### src/source/lockstep_config.svh
////////////////////
// Build-time settings of the lockstep checker and the mini_core instruction set.
// Included by the package, the RTL and the testbench.
////////////////////
`ifndef LOCKSTEP_CONFIG_SVH
`define LOCKSTEP_CONFIG_SVH

// Lockstep delay in cycles, 2 at the least
`define LS_OFFSET   2

`define LS_DATA_W   16
`define LS_NUM_REGS 4
`define LS_REG_W    2
`define LS_OP_W     4
`define LS_IMM_W    10

// Opcodes, everything else is illegal
`define LS_OP_ADD   4'h1
`define LS_OP_SUB   4'h2
`define LS_OP_XOR   4'h3
`define LS_OP_AND   4'h4
`define LS_OP_LDI   4'h8
`define LS_OP_ADDI  4'h9

`endif
### src/source/lockstep_pkg.sv
////////////////////
// Types shared by the lockstep checker, the mini_core and the testbench.
// Holds the instruction word and the core input and output bundles.
////////////////////
`include "lockstep_config.svh"

package lockstep_pkg;

  // Register-register view of an instruction
  typedef struct packed {
    logic [`LS_OP_W-1:0]                  opcode;
    logic [`LS_REG_W-1:0]                 rd;
    logic [`LS_REG_W-1:0]                 rs1;
    logic [`LS_REG_W-1:0]                 rs2;
    logic [`LS_IMM_W-2*`LS_REG_W-1:0]     unused;
  } instr_r_t;

  // Immediate view of an instruction
  typedef struct packed {
    logic [`LS_OP_W-1:0]  opcode;
    logic [`LS_REG_W-1:0] rd;
    logic [`LS_IMM_W-1:0] imm;
  } instr_i_t;

  // One 16-bit word, decoded either way
  typedef union packed {
    instr_r_t r;
    instr_i_t i;
  } instr_u;

  ////////////////////
  // Core bundles
  ////////////////////

  // Everything the core samples, 17 bits
  typedef struct packed {
    logic   instr_valid;
    instr_u instr;
  } core_in_t;

  // Everything the core drives, 20 bits
  typedef struct packed {
    logic                  wb_valid;
    logic [`LS_REG_W-1:0]  wb_addr;
    logic [`LS_DATA_W-1:0] wb_data;
    logic                  illegal;
  } core_out_t;

endpackage

### src/source/lockstep_top.sv
////////////////////
// Lockstep checker top. Runs a delayed shadow mini_core on the main core
// inputs and raises alert_o when the outputs of the two cores differ.
////////////////////

module lockstep_top (
  input  logic                    clk_i,
  input  logic                    rst_ni,
  input  lockstep_pkg::core_in_t  core_in_i,
  input  lockstep_pkg::core_out_t core_out_i,
  output logic                    alert_o
);

  import lockstep_pkg::*;

  logic      rst_shadow_n;
  logic      cmp_en;
  core_in_t  shadow_in;
  core_out_t shadow_out;

  ////////////////////
  // Input side
  ////////////////////

  lockstep_rst_seq u_rst_seq (
    .clk_i        (clk_i),
    .rst_ni       (rst_ni),
    .rst_shadow_no(rst_shadow_n),
    .cmp_en_o     (cmp_en)
  );

  lockstep_in_delay u_in_delay (
    .clk_i (clk_i),
    .rst_ni(rst_ni),
    .in_i  (core_in_i),
    .in_o  (shadow_in)
  );

  ////////////////////
  // Shadow core
  ////////////////////

  // Runs LS_OFFSET cycles behind the main core, on its own reset
  mini_core u_shadow_core (
    .clk_i (clk_i),
    .rst_ni(rst_shadow_n),
    .in_i  (shadow_in),
    .out_o (shadow_out)
  );

  ////////////////////
  // Output side
  ////////////////////

  lockstep_cmp u_cmp (
    .clk_i       (clk_i),
    .rst_ni      (rst_ni),
    .cmp_en_i    (cmp_en),
    .main_out_i  (core_out_i),
    .shadow_out_i(shadow_out),
    .alert_o     (alert_o)
  );

endmodule

### src/source/lockstep_cmp.sv
////////////////////
// Output compare of the lockstep pair. Delays the main core outputs to
// line up with the registered shadow outputs and flags any difference.
////////////////////
`include "lockstep_config.svh"

module lockstep_cmp (
  input  logic                    clk_i,
  input  logic                    rst_ni,
  input  logic                    cmp_en_i,
  input  lockstep_pkg::core_out_t main_out_i,
  input  lockstep_pkg::core_out_t shadow_out_i,
  output logic                    alert_o
);

  import lockstep_pkg::*;

  // One extra stage on the main side matches the shadow output register
  core_out_t [`LS_OFFSET:0] main_q;
  core_out_t                shadow_q;

  ////////////////////
  // Main output delay
  ////////////////////

  always_ff @(posedge clk_i or negedge rst_ni) begin
    if (!rst_ni) begin
      main_q <= '0;
    end else begin
      for (int n = 0; n < `LS_OFFSET; n++) begin
        main_q[n] <= main_q[n+1];
      end
      main_q[`LS_OFFSET] <= main_out_i;
    end
  end

  ////////////////////
  // Shadow output register
  ////////////////////

  always_ff @(posedge clk_i or negedge rst_ni) begin
    if (!rst_ni) begin
      shadow_q <= '0;
    end else begin
      shadow_q <= shadow_out_i;
    end
  end

  // Whole-struct compare, any single bit raises the alert
  assign alert_o = cmp_en_i & (main_q[0] != shadow_q);

endmodule

### src/source/mini_core.sv
////////////////////
// Small register-machine core. Executes one instruction per valid strobe
// and registers its writeback, one cycle later. Used as the shadow copy.
////////////////////
`include "lockstep_config.svh"

module mini_core (
  input  logic                    clk_i,
  input  logic                    rst_ni,
  input  lockstep_pkg::core_in_t  in_i,
  output lockstep_pkg::core_out_t out_o
);

  import lockstep_pkg::*;

  logic [`LS_DATA_W-1:0] regs_q [`LS_NUM_REGS];

  logic [`LS_DATA_W-1:0] rs1_val;
  logic [`LS_DATA_W-1:0] rs2_val;
  logic [`LS_DATA_W-1:0] rd_val;
  logic [`LS_DATA_W-1:0] imm_val;

  core_out_t out_d;
  core_out_t out_q;

  ////////////////////
  // Operand fetch
  ////////////////////

  // Register operands through the r view
  assign rs1_val = regs_q[in_i.instr.r.rs1];
  assign rs2_val = regs_q[in_i.instr.r.rs2];

  // Immediate forms read rd and imm through the i view
  assign rd_val  = regs_q[in_i.instr.i.rd];
  assign imm_val = {{(`LS_DATA_W - `LS_IMM_W){1'b0}}, in_i.instr.i.imm};

  ////////////////////
  // Execute
  ////////////////////

  always_comb begin
    // Quiet outputs when no instruction comes in
    out_d = '0;
    if (in_i.instr_valid) begin
      out_d.wb_valid = 1'b1;
      out_d.wb_addr  = in_i.instr.r.rd;
      case (in_i.instr.r.opcode)
        `LS_OP_ADD:  out_d.wb_data = rs1_val + rs2_val;
        `LS_OP_SUB:  out_d.wb_data = rs1_val - rs2_val;
        `LS_OP_XOR:  out_d.wb_data = rs1_val ^ rs2_val;
        `LS_OP_AND:  out_d.wb_data = rs1_val & rs2_val;
        `LS_OP_LDI:  out_d.wb_data = imm_val;
        `LS_OP_ADDI: out_d.wb_data = rd_val + imm_val;
        default: begin
          // Unknown opcode, no writeback at all
          out_d.wb_valid = 1'b0;
          out_d.wb_addr  = '0;
          out_d.illegal  = 1'b1;
        end
      endcase
    end
  end

  ////////////////////
  // Writeback
  ////////////////////

  // Register file and output register update on the same edge
  always_ff @(posedge clk_i or negedge rst_ni) begin
    if (!rst_ni) begin
      for (int n = 0; n < `LS_NUM_REGS; n++) begin
        regs_q[n] <= '0;
      end
      out_q <= '0;
    end else begin
      if (out_d.wb_valid) begin
        regs_q[out_d.wb_addr] <= out_d.wb_data;
      end
      out_q <= out_d;
    end
  end

  assign out_o = out_q;

endmodule

### src/source/lockstep_in_delay.sv
////////////////////
// Input delay line. The shadow core sees the main core inputs
// LS_OFFSET cycles late.
////////////////////
`include "lockstep_config.svh"

module lockstep_in_delay (
  input  logic                   clk_i,
  input  logic                   rst_ni,
  input  lockstep_pkg::core_in_t in_i,
  output lockstep_pkg::core_in_t in_o
);

  import lockstep_pkg::*;

  // Entry LS_OFFSET-1 takes the new input, entry 0 feeds the shadow
  core_in_t [`LS_OFFSET-1:0] pipe_q;

  always_ff @(posedge clk_i or negedge rst_ni) begin
    if (!rst_ni) begin
      pipe_q <= '0;
    end else begin
      for (int n = 0; n < `LS_OFFSET - 1; n++) begin
        pipe_q[n] <= pipe_q[n+1];
      end
      pipe_q[`LS_OFFSET-1] <= in_i;
    end
  end

  assign in_o = pipe_q[0];

endmodule

### src/source/lockstep_rst_seq.sv
////////////////////
// Reset sequencer of the shadow core. Holds the shadow in reset for
// LS_OFFSET cycles after the system reset, then enables the compare.
////////////////////
`include "lockstep_config.svh"

module lockstep_rst_seq (
  input  logic clk_i,
  input  logic rst_ni,
  output logic rst_shadow_no,
  output logic cmp_en_o
);

  typedef logic [$clog2(`LS_OFFSET)-1:0] cnt_t;

  cnt_t cnt_q;
  logic cnt_done;
  logic rst_shadow_set_q;
  logic cmp_en_q;

  // Terminal count, the counter parks here
  assign cnt_done = (cnt_q == cnt_t'(`LS_OFFSET - 1));

  // System reset pulls the shadow reset and the enable low at once.
  // The release of the shadow reset is synchronous to clk_i
  always_ff @(posedge clk_i or negedge rst_ni) begin
    if (!rst_ni) begin
      cnt_q            <= '0;
      rst_shadow_set_q <= 1'b0;
      cmp_en_q         <= 1'b0;
    end else begin
      if (!cnt_done) begin
        cnt_q <= cnt_q + 1'b1;
      end
      rst_shadow_set_q <= cnt_done;
      // Compare starts one cycle after the shadow leaves reset
      cmp_en_q         <= rst_shadow_set_q;
    end
  end

  assign rst_shadow_no = rst_shadow_set_q;
  assign cmp_en_o      = cmp_en_q;

endmodule

### config.mk
export PLATFORM = sky130hd
export DESIGN_NAME = lockstep_top
export DESIGN_NICKNAME = d
export VERILOG_FILES = /design/src/source/lockstep_pkg.sv /design/src/source/lockstep_top.sv /design/src/source/lockstep_cmp.sv /design/src/source/mini_core.sv /design/src/source/lockstep_in_delay.sv /design/src/source/lockstep_rst_seq.sv
export VERILOG_INCLUDE_DIRS = /design/src /design/src/source
export SDC_FILE = /design/constraint.sdc
export NUM_CORES = 1
export LEC_CHECK = 0
export CAP_MARGIN = 20
export CORE_AREA = 2 2 180 138
export DETAILED_ROUTE_END_ITERATION = 10
export DIE_AREA = 0 0 182 140
export DONT_BUFFER_PORTS = 1
export PLACE_DENSITY = 0.61
export SETUP_SLACK_MARGIN = 0.4
export SLEW_MARGIN = 20
export SYNTH_ARGS = -nofsm -noshare
export SYNTH_HDL_FRONTEND = slang
export SYNTH_SLANG_ARGS = --single-unit
export TNS_END_PERCENT = 20
### constraint.sdc
create_clock -name clk_i -period 2.8 [get_ports clk_i]
set_clock_uncertainty 0.05 [all_clocks]
set_input_delay 0.56 -clock clk_i [delete_from_list [all_inputs] [get_ports clk_i]]
set_output_delay 0.56 -clock clk_i [all_outputs]
set_load 0.01 [all_outputs]
==> impl_metrics.yaml <==
outcome:
  status: "finished, violations left"
  violations: "hold timing, setup timing"
setup_path:
  reg2reg_slack_ps: -1160
  cp_num_cells: 19
  start_kind: "flop"
  r2r_cells: 19
  endpoint_kind: "flop"
  path_class: "flop to flop"
  r2r-start: "u_in_delay.in_o[6]"
  worstPathArrival_ps: 4300
  critPathSlowestCell: "mux4_2"
  r2r-end: "u_shadow_core.regs_q[47]"
  crit_family: "compound AO/OA/AOI/OAI gates"
  required_ps: 3140
  worst-path-buf-inv: 3
  cp_max_fo: 5
  crit_path_end: "u_shadow_core.regs_q[47]"
  path_cells: "buf_12 -> mux4_2 -> inv_2 -> ha_1 -> nand2b_1 -> o21ai_4 -> nand2_2 -> nor2_4 -> xor2_2 -> ha_1 -> a21oi_2 -> o21ai_2 -> o21a_1 -> a41o_1 -> o21ai_2 -> xnor2_2 -> a21oi_2 -> buf_6 -> a21oi_1"
  cpPeakStageDelay_ps: 590
  critPathLaunch: "u_in_delay.in_o[6]"
yosys:
  syn_area_um2: 9360
  synth_edf_count: 0
  synth_ff_type: "dfrtp_1"
  synth_fp_nets: 861
  yosysWarnings: 0
  postSynth.asyncResetShare_pct: 100
  seq_area_frac_synth_pct: 53.8
  syn_area_per_cell_um2: 12.0
  yosysUniqueCellTypes: 53
  synth.largest_area_cell: "dfrtp_1"
  synth_seq_cells: 201
  synth_top_area_share_pct: 53.8
  syn_inst: 777
  synth_area_leaders: "dfrtp_1 (54%), mux4_2 (12%), ha_1 (5.8%), nor2_1 (3.6%), a21oi_1 (3.5%)"
detailed_routing:
  routed_wl_mm: 25.2
  routed_via_density: 5.38
  drtAntennaViolNets: 0
  wl_per_cell_um: 19.8
  drtIter0Drc: 440
  drc: 0
  dr.pass1.iters: 5
  dr_total_vias: 6865
sta:
  fmax_ghz: 0.252
  rsz0062_at_grt: "yes"
  finalSetupViolCount: 75
  min_period_ps: 3960
  slew_violations: 0
  finalHoldViolCount: 117
  tightest_slew_ps: 872
  holdWs_ps: -317
  finalCritPeriodShare_pct: 141
  setup_ws_ps: -1160
  slew-limit-headroom_pct: 41.7
place:
  dp_hpwl_mm: 17.6
  placedCellCount: 1226
  globalplace.congestion: 0.921
  place_area_um2: 11000
  port_buffers: 0
clock_tree:
  clk_pin_slew_worst_paths_ps: 60
  h-tree-depth: 1
  cts.sinks: 201
  clk_latency_ps: 520
  cts_buffers: 20
  cts_tree: "built"
  cts_root_buf: "clkbuf_16"
  clockBufferDepth: 3
  ctsHoldBuffers: 4
cells_and_area:
  syn_to_final_growth_pct: 31.1
  drive_gt1_share_pct: 37.6
  antenna_cells: 0
  final_cell_area_um2: 12300
  layout.nets: 1040
  stdcell_count: 1275
  fill_cells: 2027
floorplanning:
  core_um2: 23700
  fp.dieW_um: 182
  rows: 49
  start_util_pct: 39.5
  dieArea_um2: 25500
  dieHeight_um: 140
  ios: 40
global_routing:
  antenna_found_initial: 0
  grt_use_met2_pct: 28.9
  busiest_layer: "met1"
  grt_pass1_vias: 6969
  grt_use_met1_pct: 30.2
  grt_max_degree: 118
  grt_pass1_wl_mm: 39.3
  grt_usage_pct: 20.0
  overflow: 0
  grt_util_met3_pct: 4.55
worst_hold_path:
  min_path_type: "input port to async pin"
power_and_ir_drop:
  total_power_uw: 11300
  pwr_density_cell_nw_per_um2: 918
  cellLeakagePower_uw: 0.00552
  peakVddDrop_mv: 0.649
flow_run:
  maxCapViolations: 0
[what timing repair did]
action / 4_1_cts / 5_1_grt
setup endpoints to repair: 81 / 81
pin swaps: 24 / 26
setup buffers: 2 / 7
resized for setup: 47 / 66
endpoints found under the hold margin: 121 / 117
cloned: 0 / 1
[registers in the layout, indices dropped and copies added, names as in the netlist]
register	cells
u_shadow_core.regs_q	64
u_cmp.main_q	60
u_cmp.shadow_q	20
u_shadow_core.out_o	20
u_in_delay.in_o	17
u_in_delay.pipe_q	17
u_rst_seq.cmp_en_o	1
u_rst_seq.cnt_done	1
u_rst_seq.rst_shadow_no	1
[power breakdown]
part / internal (uW) / switching [uW] / leakage, uW
Combinational: 2480 / 2440 / 0.00269
Clock: 1670 / 1140 / 0.000344
Sequential: 3280 / 252 / 0.00248
Total: 7420 / 3830 / 0.00552
[cell type report]
| type | instances | area (um2) | area share, % |
|---|---|---|---|
| repair buffers | 189 | 1520 | 12.4 |
| multi-input cells | 527 | 4560 | 37.1 |
| clock buffers | 28 | 591 | 4.81 |
| clock inverters | 7 | 113 | 0.918 |
| inverters | 17 | 63.8 | 0.520 |
| flip-flops and latches | 201 | 5040 | 41.1 |
| well taps | 306 | 383 | 3.12 |
[metal layers]
metal / vias up / routed length [um]
li1: 3159 / -
met1: 3450 / 12100
met2: 217 / 10900
met3: 39 / 1650
met4: 0 / 599
met5: - / 0
[per-stage QoR]
step                setup slack (ps)  hold slack, ps  util (%)  setup TNS (ps)
global route                   -1320            -328      51.8          -69080
floorplan                       -893             214         -          -41540
CTS                            -1080            -329      50.4          -53660
finish                         -1160            -317      51.8          -58860
detailed placement             -1100             153      46.6          -60090
global placement               -1070             154      46.6          -57160
[synthesized netlist by cell type (2+ instances only)]
master	count
inv_1	17
dfrtp_1	201
ha_1	43
a221oi_1	2
nor4_1	5
a21boi_0	2
nor2b_1	4
and2_1	2
a211oi_1	10
and3_1	3
nand3_1	7
a21o_1	3
buf_1	5
xnor2_1	34
nand2_1	52
o22ai_1	3
o221a_2	2
o31a_1	4
mux4_2	48
clkbuf_1	24
a222oi_1	6
fa_1	2
nand4_1	5
a22oi_1	5
a21oi_1	66
xor2_1	22
or3_1	2
a221o_1	2
nor3b_1	3
nand2b_1	7
a22o_1	2
nor2_1	89
nor3_1	8
o21a_1	6
o21ai_0	62
or2_2	2
[kinds of logic (layout without fill, tap and decap cells)]
kind of cell	count (synthesis)	after routing	synth area share [%]
adder cells (fa/ha/maj)	45	45	6.18
buffers and inverters	49	241	2.23
multiplexers	49	49	11.7
AO/OA/AOI/OAI	182	182	11.6
other	1	1	0.0401
flip-flops	201	201	53.8
XOR/XNOR	56	56	5.24
AND/OR/NAND/NOR	194	194	9.27
[placed cells by master, fill, tap and decap left out, types with 6 or more instances in the layout]
cell / instances
ha_1: 42
nand2b_1: 6
a21oi_2: 24
nand3_1: 6
xnor2_2: 7
buf_4: 175
a21oi_1: 41
mux4_2: 48
clkbuf_8: 6
o21ai_0: 25
nor3_1: 6
o21ai_1: 27
a211oi_1: 6
xnor2_1: 27
clkbuf_16: 21
o21ai_2: 9
xor2_1: 19
a222oi_1: 6
dfrtp_1: 198
nor2_1: 80
inv_1: 15
o21a_1: 6
nand2_1: 48
nor2_2: 6
[worst min path at each step]
| stage | to | slack [ps] | depth (start not counted) |
|---|---|---|---|
| 2_1_floorplan | u_cmp.main_q[0] | 210 | 0 |
| 3_3_place_gp | u_shadow_core.out_o[0] | 150 | 0 |
| 3_5_place_dp | u_shadow_core.out_o[0] | 150 | 0 |
| 4_1_cts | u_in_delay.pipe_q[21] | -330 | 0 |
| 5_1_grt | u_in_delay.pipe_q[21] | -330 | 0 |
| 6_report | u_in_delay.pipe_q[21] | -320 | 0 |
No activity file was read; power rests on OpenSTA's default activity.
